--- src/verilog/wordcopy_pkg.sv ---
package wordcopy_pkg;

    typedef logic [31:0] word_t;        // data word or byte address
    typedef logic [31:0] count_t;       // number of words
    typedef logic [1:0]  csr_offset_t;  // slave register offset

    // slave register map
    localparam csr_offset_t OFS_START = 2'd0;  // write starts, read returns copied count
    localparam csr_offset_t OFS_DST   = 2'd1;  // destination byte address
    localparam csr_offset_t OFS_SRC   = 2'd2;  // source byte address
    localparam csr_offset_t OFS_COUNT = 2'd3;  // words to copy

    // one word per read/write pair on the master port
    typedef enum logic [2:0] {
        ST_IDLE,       // waiting for a start write
        ST_READ_REQ,   // read command out, waiting for acceptance
        ST_READ_WAIT,  // waiting for readdatavalid
        ST_WRITE_REQ,  // write command out, waiting for acceptance
        ST_DONE        // holding the result until the status read
    } copy_state_t;

    localparam word_t DEFAULT_STRIDE = 32'd4;  // bytes per 32-bit word

endpackage
--- src/verilog/copy_cfg_if.sv ---
`timescale 1ns/1ps

interface copy_cfg_if;
    import wordcopy_pkg::*;

    word_t  dst_addr;      // destination start address
    word_t  src_addr;      // source start address
    count_t word_count;    // words requested
    logic   start;         // one-cycle start pulse
    logic   release_done;  // status read seen, back to idle
    logic   busy;          // copy in progress
    logic   done;          // copy finished, result waiting
    count_t copied;        // words finished so far

    modport decoder (
        output dst_addr, src_addr, word_count, start, release_done,
        input  busy, done, copied
    );

    modport sequencer (
        input  dst_addr, src_addr, word_count, start, release_done,
        output busy, done, copied
    );

endinterface

--- src/verilog/mem_cmd_if.sv ---
`timescale 1ns/1ps

interface mem_cmd_if;
    import wordcopy_pkg::*;

    logic  rd_req;       // read command, held until accepted
    logic  wr_req;       // write command, held until accepted
    word_t addr;         // byte address of the command
    word_t wdata;        // write data
    logic  accepted;     // command left the port this cycle
    logic  rdata_valid;  // read data returned this cycle
    word_t rdata;        // returned read data

    modport requester (
        output rd_req, wr_req, addr, wdata,
        input  accepted, rdata_valid, rdata
    );

    modport port (
        input  rd_req, wr_req, addr, wdata,
        output accepted, rdata_valid, rdata
    );

endinterface

--- src/verilog/bus_master.sv ---
`timescale 1ns/1ps

module bus_master (
    input  logic                clk,
    input  logic                rst_n,
    mem_cmd_if.port             mem,
    input  logic                master_waitrequest,
    input  logic                master_readdatavalid,
    input  wordcopy_pkg::word_t master_readdata,
    output wordcopy_pkg::word_t master_address,
    output wordcopy_pkg::word_t master_writedata,
    output logic                master_read,
    output logic                master_write
);
    import wordcopy_pkg::*;

    logic rd_pending;  // a read was accepted and its data is still owed
    logic cmd_valid;

    // command goes straight out, the requester holds it under waitrequest
    assign master_address   = mem.addr;
    assign master_writedata = mem.wdata;
    assign master_read      = mem.rd_req;
    assign master_write     = mem.wr_req;

    assign cmd_valid    = mem.rd_req || mem.wr_req;
    assign mem.accepted = cmd_valid && !master_waitrequest;

    always_ff @(posedge clk or negedge rst_n)
    begin
        if (!rst_n)
        begin
            rd_pending <= 1'b0;
        end
        else if (mem.rd_req && mem.accepted)
        begin
            rd_pending <= 1'b1;
        end
        else if (master_readdatavalid)
        begin
            rd_pending <= 1'b0;
        end
    end

    assign mem.rdata_valid = master_readdatavalid && rd_pending;  // stray pulses dropped
    assign mem.rdata       = master_readdata;

    // a stalled command must not move until the slave takes it
    a_cmd_stable: assert property (
        @(posedge clk) disable iff (!rst_n)
        (cmd_valid && master_waitrequest)
            |=> $stable(master_address) && $stable(master_read)
                && $stable(master_write) && $stable(master_writedata)
    );

    a_rdata_expected: assert property (
        @(posedge clk) disable iff (!rst_n)
        master_readdatavalid |-> rd_pending
    );

endmodule

--- src/verilog/copy_sequencer.sv ---
`timescale 1ns/1ps

module copy_sequencer #(
    parameter wordcopy_pkg::word_t ADDR_STRIDE = wordcopy_pkg::DEFAULT_STRIDE
) (
    input  logic          clk,
    input  logic          rst_n,
    copy_cfg_if.sequencer cfg,
    mem_cmd_if.requester  mem
);
    import wordcopy_pkg::*;

    copy_state_t state;
    copy_state_t state_next;
    word_t       src_ptr;     // working source address
    word_t       dst_ptr;     // working destination address
    word_t       word_buf;    // word between read and write
    count_t      copied_q;
    count_t      copied_inc;
    logic        word_done;   // write of the current word accepted
    logic        last_word;

    assign copied_inc = copied_q + count_t'(1);
    assign word_done  = (state == ST_WRITE_REQ) && mem.accepted;
    assign last_word  = (copied_inc == cfg.word_count);

    always_comb
    begin
        state_next = state;
        case (state)
            ST_IDLE:
            begin
                if (cfg.start)
                begin
                    // a zero count finishes without touching the bus
                    state_next = (cfg.word_count == '0) ? ST_DONE : ST_READ_REQ;
                end
            end
            ST_READ_REQ:
            begin
                if (mem.accepted)
                begin
                    state_next = ST_READ_WAIT;
                end
            end
            ST_READ_WAIT:
            begin
                if (mem.rdata_valid)
                begin
                    state_next = ST_WRITE_REQ;
                end
            end
            ST_WRITE_REQ:
            begin
                if (mem.accepted)
                begin
                    state_next = last_word ? ST_DONE : ST_READ_REQ;
                end
            end
            ST_DONE:
            begin
                if (cfg.release_done)
                begin
                    state_next = ST_IDLE;
                end
            end
            default:
            begin
                state_next = ST_IDLE;
            end
        endcase
    end

    always_ff @(posedge clk or negedge rst_n)
    begin
        if (!rst_n)
        begin
            state    <= ST_IDLE;
            copied_q <= '0;
        end
        else
        begin
            state <= state_next;
            if (state == ST_IDLE && cfg.start)
            begin
                copied_q <= '0;
            end
            else if (word_done)
            begin
                copied_q <= copied_inc;
            end
        end
    end

    // address walk and data buffer
    always_ff @(posedge clk)
    begin
        if (state == ST_IDLE && cfg.start)
        begin
            src_ptr <= cfg.src_addr;
            dst_ptr <= cfg.dst_addr;
        end
        else if (word_done)
        begin
            src_ptr <= src_ptr + ADDR_STRIDE;
            dst_ptr <= dst_ptr + ADDR_STRIDE;
        end
        if (state == ST_READ_WAIT && mem.rdata_valid)
        begin
            word_buf <= mem.rdata;
        end
    end

    assign mem.rd_req = (state == ST_READ_REQ);
    assign mem.wr_req = (state == ST_WRITE_REQ);
    assign mem.addr   = (state == ST_WRITE_REQ) ? dst_ptr : src_ptr;
    assign mem.wdata  = word_buf;

    assign cfg.busy   = (state == ST_READ_REQ) || (state == ST_READ_WAIT)
                        || (state == ST_WRITE_REQ);
    assign cfg.done   = (state == ST_DONE);
    assign cfg.copied = copied_q;

    // count setting frozen during a copy, word counter never runs past it
    a_count_in_range: assert property (
        @(posedge clk) disable iff (!rst_n)
        cfg.busy |-> $stable(cfg.word_count) && (copied_q < cfg.word_count)
    );

endmodule

--- src/verilog/csr_decode.sv ---
`timescale 1ns/1ps

module csr_decode (
    input  logic                      clk,
    input  logic                      rst_n,
    input  wordcopy_pkg::csr_offset_t slave_address,
    input  logic                      slave_write,
    input  logic                      slave_read,
    input  wordcopy_pkg::word_t       slave_writedata,
    output logic                      slave_waitrequest,
    output wordcopy_pkg::word_t       slave_readdata,
    copy_cfg_if.decoder               cfg
);
    import wordcopy_pkg::*;

    word_t  dst_q;
    word_t  src_q;
    count_t count_q;
    logic   wr_accept;
    logic   idle;

    assign slave_waitrequest = cfg.busy;  // stalls the cpu for the whole copy
    assign wr_accept         = slave_write && !slave_waitrequest;
    assign idle              = !cfg.busy && !cfg.done;

    // settings registers, kept across copies
    always_ff @(posedge clk or negedge rst_n)
    begin
        if (!rst_n)
        begin
            dst_q   <= '0;
            src_q   <= '0;
            count_q <= '0;
        end
        else if (wr_accept)
        begin
            case (slave_address)
                OFS_DST:
                begin
                    dst_q <= slave_writedata;
                end
                OFS_SRC:
                begin
                    src_q <= slave_writedata;
                end
                OFS_COUNT:
                begin
                    count_q <= slave_writedata;
                end
                default:
                begin
                    dst_q <= dst_q;  // offset 0 is the start strobe, no storage
                end
            endcase
        end
    end

    assign cfg.dst_addr   = dst_q;
    assign cfg.src_addr   = src_q;
    assign cfg.word_count = count_q;

    // start only from a clean idle, a start write during ST_DONE is dropped
    assign cfg.start = wr_accept && (slave_address == OFS_START) && idle;

    // the stalled status read completes once the sequencer reaches ST_DONE
    assign cfg.release_done = slave_read && (slave_address == OFS_START) && cfg.done;

    assign slave_readdata = cfg.copied;  // only offset 0 is readable

    // the sequencer leaves idle on the edge after a start
    a_start_leaves_idle: assert property (
        @(posedge clk) disable iff (!rst_n)
        cfg.start |=> (cfg.busy || cfg.done)
    );

endmodule

--- src/verilog/wordcopy.sv ---
`timescale 1ns/1ps

module wordcopy #(
    parameter wordcopy_pkg::word_t ADDR_STRIDE = wordcopy_pkg::DEFAULT_STRIDE
) (
    input  logic                      clk,
    input  logic                      rst_n,
    // cpu side
    input  wordcopy_pkg::csr_offset_t slave_address,
    input  logic                      slave_read,
    input  logic                      slave_write,
    input  wordcopy_pkg::word_t       slave_writedata,
    output logic                      slave_waitrequest,
    output wordcopy_pkg::word_t       slave_readdata,
    // memory side
    input  logic                      master_waitrequest,
    input  logic                      master_readdatavalid,
    input  wordcopy_pkg::word_t       master_readdata,
    output wordcopy_pkg::word_t       master_address,
    output logic                      master_read,
    output logic                      master_write,
    output wordcopy_pkg::word_t       master_writedata
);

    copy_cfg_if cfg_if ();
    mem_cmd_if  mem_if ();

    csr_decode i_csr_decode (
        .clk               (clk),
        .rst_n             (rst_n),
        .slave_address     (slave_address),
        .slave_write       (slave_write),
        .slave_read        (slave_read),
        .slave_writedata   (slave_writedata),
        .slave_waitrequest (slave_waitrequest),
        .slave_readdata    (slave_readdata),
        .cfg               (cfg_if.decoder)
    );

    copy_sequencer #(
        .ADDR_STRIDE (ADDR_STRIDE)
    ) i_copy_sequencer (
        .clk   (clk),
        .rst_n (rst_n),
        .cfg   (cfg_if.sequencer),
        .mem   (mem_if.requester)
    );

    bus_master i_bus_master (
        .clk                  (clk),
        .rst_n                (rst_n),
        .mem                  (mem_if.port),
        .master_waitrequest   (master_waitrequest),
        .master_readdatavalid (master_readdatavalid),
        .master_readdata      (master_readdata),
        .master_address       (master_address),
        .master_writedata     (master_writedata),
        .master_read          (master_read),
        .master_write         (master_write)
    );

endmodule

--- config.mk ---
export PLATFORM = sky130hd
export DESIGN_NAME = wordcopy
export DESIGN_NICKNAME = d
export VERILOG_FILES = /design/src/verilog/wordcopy_pkg.sv /design/src/verilog/copy_cfg_if.sv /design/src/verilog/mem_cmd_if.sv /design/src/verilog/bus_master.sv /design/src/verilog/copy_sequencer.sv /design/src/verilog/csr_decode.sv /design/src/verilog/wordcopy.sv
export SDC_FILE = /design/constraint.sdc
export NUM_CORES = 1
export LEC_CHECK = 0
export BUFFER_PORTS_ARGS = -buffer_cell sky130_fd_sc_hd__buf_2
export CAP_MARGIN = 10
export CORE_MARGIN = 8
export CORE_UTILIZATION = 50
export DETAILED_ROUTE_END_ITERATION = 16
export MAX_ROUTING_LAYER = met4
export PLACE_DENSITY = 0.73
export SYNTH_ARGS = -nofsm -noshare
export SYNTH_HDL_FRONTEND = slang
export SYNTH_SLANG_ARGS = --single-unit
--- constraint.sdc ---
create_clock -name clk -period 9.1 [get_ports clk]
set_input_delay 1.365 -clock clk [delete_from_list [all_inputs] [get_ports clk]]
set_output_delay 1.365 -clock clk [all_outputs]
set_load 0.1 [all_outputs]
### Word level (Yosys, flattened, before mapping)

Cells that the tools add are included.
W data, S select, Z words.

| operators by class | value |
|---|---|
| add/subtract/negate cells | 3 |
| multipliers | 0 |
| divide/modulo/power cells | 0 |
| $lt $le $gt $ge | 0 |
| eq/ne operators | 13 |
| shifts and indexed selects | 0 |
| muxes and demuxes | 17 |
| bitwise operators | 0 |
| reductions and logical operators | 27 |

Operators by type and width:

| operator | count |
|---|---|
| $mux W32 | 7 |
| $add A32 B3 Y32 const B | 2 |
| $add A32 B1 Y32 const B | 1 |
| $eq A32 B32 Y1 | 1 |
| $logic_not A32 Y1 | 1 |
| $mux W3 | 7 |
| $pmux W3 S5 | 1 |
| $logic_and A1 B1 Y1 | 12 |
| $eq A3 B2 Y1 const B | 2 |
| $ne A2 B2 Y1 const B | 3 |
| $reduce_and A2 Y1 | 3 |
| $reduce_and A5 Y1 | 1 |
| $eq A2 B2 Y1 const B | 2 |
| $ne A2 B1 Y1 const B | 2 |
| $reduce_bool A2 Y1 | 2 |
| $eq A3 B1 Y1 const B | 1 |
| $eq A3 B3 Y1 const B | 1 |
| $logic_not A1 Y1 | 3 |
| $logic_not A3 Y1 | 1 |
| $logic_or A1 B1 Y1 | 3 |
| $eq A2 B1 Y1 const B | 1 |
| $logic_not A2 Y1 | 1 |
| $mux W1 | 2 |

| storage, ports and cells | value |
|---|---|
| register bits | 228 |
| bits in latches | 0 |
| bits in writable memories | 0 |
| memory bits (read-only) | 0 |
| input bits | 72 |
| output and inout port bits | 99 |
| logic and storage cells | 69 |
| memories | 0 |

### Longest topological paths before layout

| logic depth | value |
|---|---|
| depth in word-level cells | 9 |
| gate-level depth with buffers | 11 |
| depth with buffers taken out | 9 |

### Modules after synthesis

From an unflattened synthesis, not the netlist that was laid out.

| unflattened totals | value |
|---|---|
| cell total of the unflattened synthesis | 1204 |
| area total of the unflattened synthesis | 12767.2 um2 |

By module, submodules not included:

| module | instances | cells an instance | area an instance (um2) |
|---|---|---|---|
| copy_sequencer | 1 | 856 | 7855.0 |
| csr_decode | 1 | 243 | 4116.4 |
| bus_master | 1 | 105 | 795.8 |

### Least setup slack after synthesis

OpenSTA, ideal clock, no wires.

| timing | value |
|---|---|
| path kind | reg-to-output |
| from | register i_copy_sequencer.state[2] |
| to | output master_address[27] |
| arrival time | 3.296 ns |
| slack | 4.439 ns |
| stages on the path, launching flop included | 6 |
| buffers on the path | 2 |
| cell sequence | dfrtp_1 > clkbuf_1 > nand3b_1 > clkinv_1 > clkbuf_1 > o21ai_0 |

| between the ends | value |
|---|---|
| word-level cells in the longest chain between the ends | 2 |

RTL lines:

| what | RTL line | RTL |
|---|---|---|
| start, declared | copy_sequencer.sv:13 | `copy_state_t state;` |
| start signal, assigned | copy_sequencer.sv:83 | `state <= state_next;` |
| $eq A3 B2 Y1 | copy_sequencer.sv:116 | `assign mem.addr = (state == ST_WRITE_REQ) ? dst_ptr : src_ptr;` |
| $mux W32 | copy_sequencer.sv:116 |  |
| end, declared | wordcopy.sv:19 | `output wordcopy_pkg::word_t master_address,` |

No other way between the ends.

### Worst setup path in the final report

Same ends and word-level chain as after synthesis.

==> flow_summary.yaml <==
placed_design:
  dpl.hpwl_um: 21200
  port-buffer-count: 170
  gp_congestion: 0.9307
floorplanning:
  die_h_um: 167.5
  io_pins: 171
  dieArea_um2: 28060
  row_count: 55
  initial_core_util: 0.5085
  die_w_um: 167.5
  core_area_um2: 22570
logic_synthesis:
  synth.area.top_cells: "dfrtp_1, edfxtp_1, mux2_2"
  yosysWarnings: 0
  yosysTopAreaCellShare: 0.2878
  synth_largest_area_cell: "dfrtp_1"
  async_flop_share: 0.5789
  synth.avg_cell_area_um2: 10.56
  synth_edf_count: 96
  synthesis.nets: 1162
  synth_ff_type: "dfrtp_1"
  synth_seq_area_share: 0.5389
  syn_inst: 1087
  ys_ff_latch: 228
  ys_types: 55
  synth_area_um2: 11480
final_layout:
  n_fill_cell: 1911
  drive_above_1_share: 0.2655
  final_core_util: 0.5948
  antenna_cells: 0
  area_delta_synth_final_pct: 16.96
  final_nets: 1314
  final_common_cell: "nand2_1"
  final_cell_mix: "nand2_1, buf_2, dfrtp_1, mux2_2, edfxtp_1"
clocking:
  clk_latency_ns: 0.54
  numCtsBuffers: 25
  cts.repair.resized: 0
  cts_buffer_depth: 3
  postCtsHoldBufs: 0
  clock-root-buffer: "clkbuf_16"
  cts_tree: "built"
  htreeDepth: 1
  cts.sinks: 228
  clk_pin_slew_ns: 0.06
  postCtsSetupRepairBufs: 0
timing:
  setup_tns_ns: 0
  fin_crit_sh: 0.4651
  relSlewSlack: 0.2288
  rsz0062_at_grt: "false"
  worst_pin_slew_ns: 1.157
  min_period_ns: 4.233
  setup_viol: 0
  report.final.hold_viol_count: 0
  worst_clock_skew_ns: 0.01754
  slew_viol_final: 0
  fmax_ghz: 0.2363
min_path:
  hold_depth: 1
  min_from: "i_csr_decode.cfg.src_addr[1]"
  hold_class: "flip-flop to flip-flop"
route:
  viasPerCell: 5.720
  initialDrtViolationCount: 820
  num_vias: 8826
  ant_nets: 0
  wl_per_cell_um: 19.57
  drt-total-wl_um: 30200
  dr.pass1.iters: 5
  drc: 0
pwr:
  p_leak_nw: 5.490
  ir_drop_mv: 0.2739
  power.density_nw_per_um2: 337.6
grt:
  grt_usage: 0.2191
  grt_pass1_wl_um: 48600
  grt_max_degree: 124
  antenna_found_initial: 0
  grt_pass1_vias: 8896
  grt-ovfl-total: 0
setup_path:
  critPathKind: "flip-flop to output pin"
  end_kind: "output pin"
  startpoint_type: "flip-flop"
  crit_path_start: "i_copy_sequencer.state[2]"
  reg2reg_depth: 8
  required_ns: 7.74
  critPathMaxFanout: 34
  crit_arrival_ns: 2.87
  worst_r2r_startpoint: "i_copy_sequencer.cfg.copied[7]"
status:
  outcome: "finished clean"
flow_run:
  cap_violations: 0
[through the flow]
| step | instances | hold WS, ns | setup slack (ns) | cell area, um2 | power [W] |
|---|---|---|---|---|---|
| after CTS | 1543 | 0.5033 | 4.884 | 13430 | 0.004554 |
| final | 1543 | 0.5032 | 4.867 | 13430 | 0.004532 |
| after detailed placement | 1497 | 0.4901 | 5.166 | 12560 | 0.003492 |
| after global routing | 1543 | 0.5133 | 4.718 | 13430 | 0.004747 |
| after floorplan | 1087 | 0.4705 | 4.439 | 11480 | 0.003093 |
| after global placement | 1497 | 0.4809 | 5.255 | 12560 | 0.003456 |
[sequential cells by signal, summed over array words and instances (netlist names)]
name and count:
i_copy_sequencer.dst_ptr 32, i_csr_decode.cfg.word_count 32, i_copy_sequencer.mem.wdata 32, i_csr_decode.cfg.dst_addr 32
i_copy_sequencer.cfg.copied 32, i_copy_sequencer.src_ptr 32, i_csr_decode.cfg.src_addr 32, i_copy_sequencer.state 3
i_bus_master.rd_pending 1
[metal layers]
metal | part of all wire | track usage | vias up
met4 | 0.017 | 0.04697 | 0
met2 | 0.49 | 0.3647 | 273
met3 | 0.062 | 0.03433 | 37
met5 | 0 | - | -
met1 | 0.43 | 0.2803 | 4357
li1 | - | - | 4159
[report_power, final]
group	switching, W	internal (W)	leakage, nW
clock	0.000425	0.000626	0.418
combinational	0.00131	0.000486	2.52
sequential	0.000267	0.00142	2.56
total	0.00200	0.00253	5.49
[final cells by class]
type,count,area [um2],area share
multi-input combinational,788,5015,0.3735
inverter,14,52.55,0.003914
sequential,228,6186,0.4608
timing repair buffer,182,947.2,0.07055
tap,285,356.6,0.02656
clock inverter,18,190.2,0.01417
clock buffer,28,678.2,0.05051
[kinds of logic (layout without fill, tap and decap cells)]
kind of cell    Yosys count  after routing  synth area share
flops                   228            228            0.5389
simple gates            423            423            0.1803
compound gates          164            164           0.08088
mux                      98             98           0.09592
buf+inv                  71            242           0.02442
fa+ha+maj                 3              3          0.003270
xor+xnor                100            100           0.07630
[synthesized netlist by cell type (all sizes together) (2+ instances only)]
master     n
edfxtp    96
o31ai     13
mux2i      2
nand2b     9
nand3b     3
o21ai    105
o22ai      2
o221ai     2
nand4b     2
nand2    199
a31oi      5
a21oi     23
nor2b      5
buf       20
clkbuf    37
o2111ai    2
or3        3
mux2      96
and3      13
or4        5
nand3     36
nor3      13
xnor2     51
nand4     38
and4       6
xor2      49
inv       13
and2      13
a22o       3
dfrtp    132
nor2      54
nor3b      2
ha         3
nor4      19
[critical path: stages (launching register included)]
cell	delay, ns
dfrtp_1	0.51
nand3b_1	0.15
buf_4	0.37
clkinv_1	0.16
buf_4	0.28
o21ai_0	0.35
buf_2	0.50
[path summary, 6_finish.rpt]
check                                             endpoint  slack (ns)
max in group asynchronous  i_csr_decode.cfg.word_count[13]        6.96
setup / recovery                        master_address[27]        4.87
hold / removal                i_csr_decode.cfg.src_addr[1]        0.50
min in group asynchronous    i_csr_decode.cfg.src_addr[14]        0.84
setup reg to reg                 i_copy_sequencer.state[2]        5.55
hold reg to reg               i_csr_decode.cfg.src_addr[1]        0.50
(Power assumes the default switching activity.)
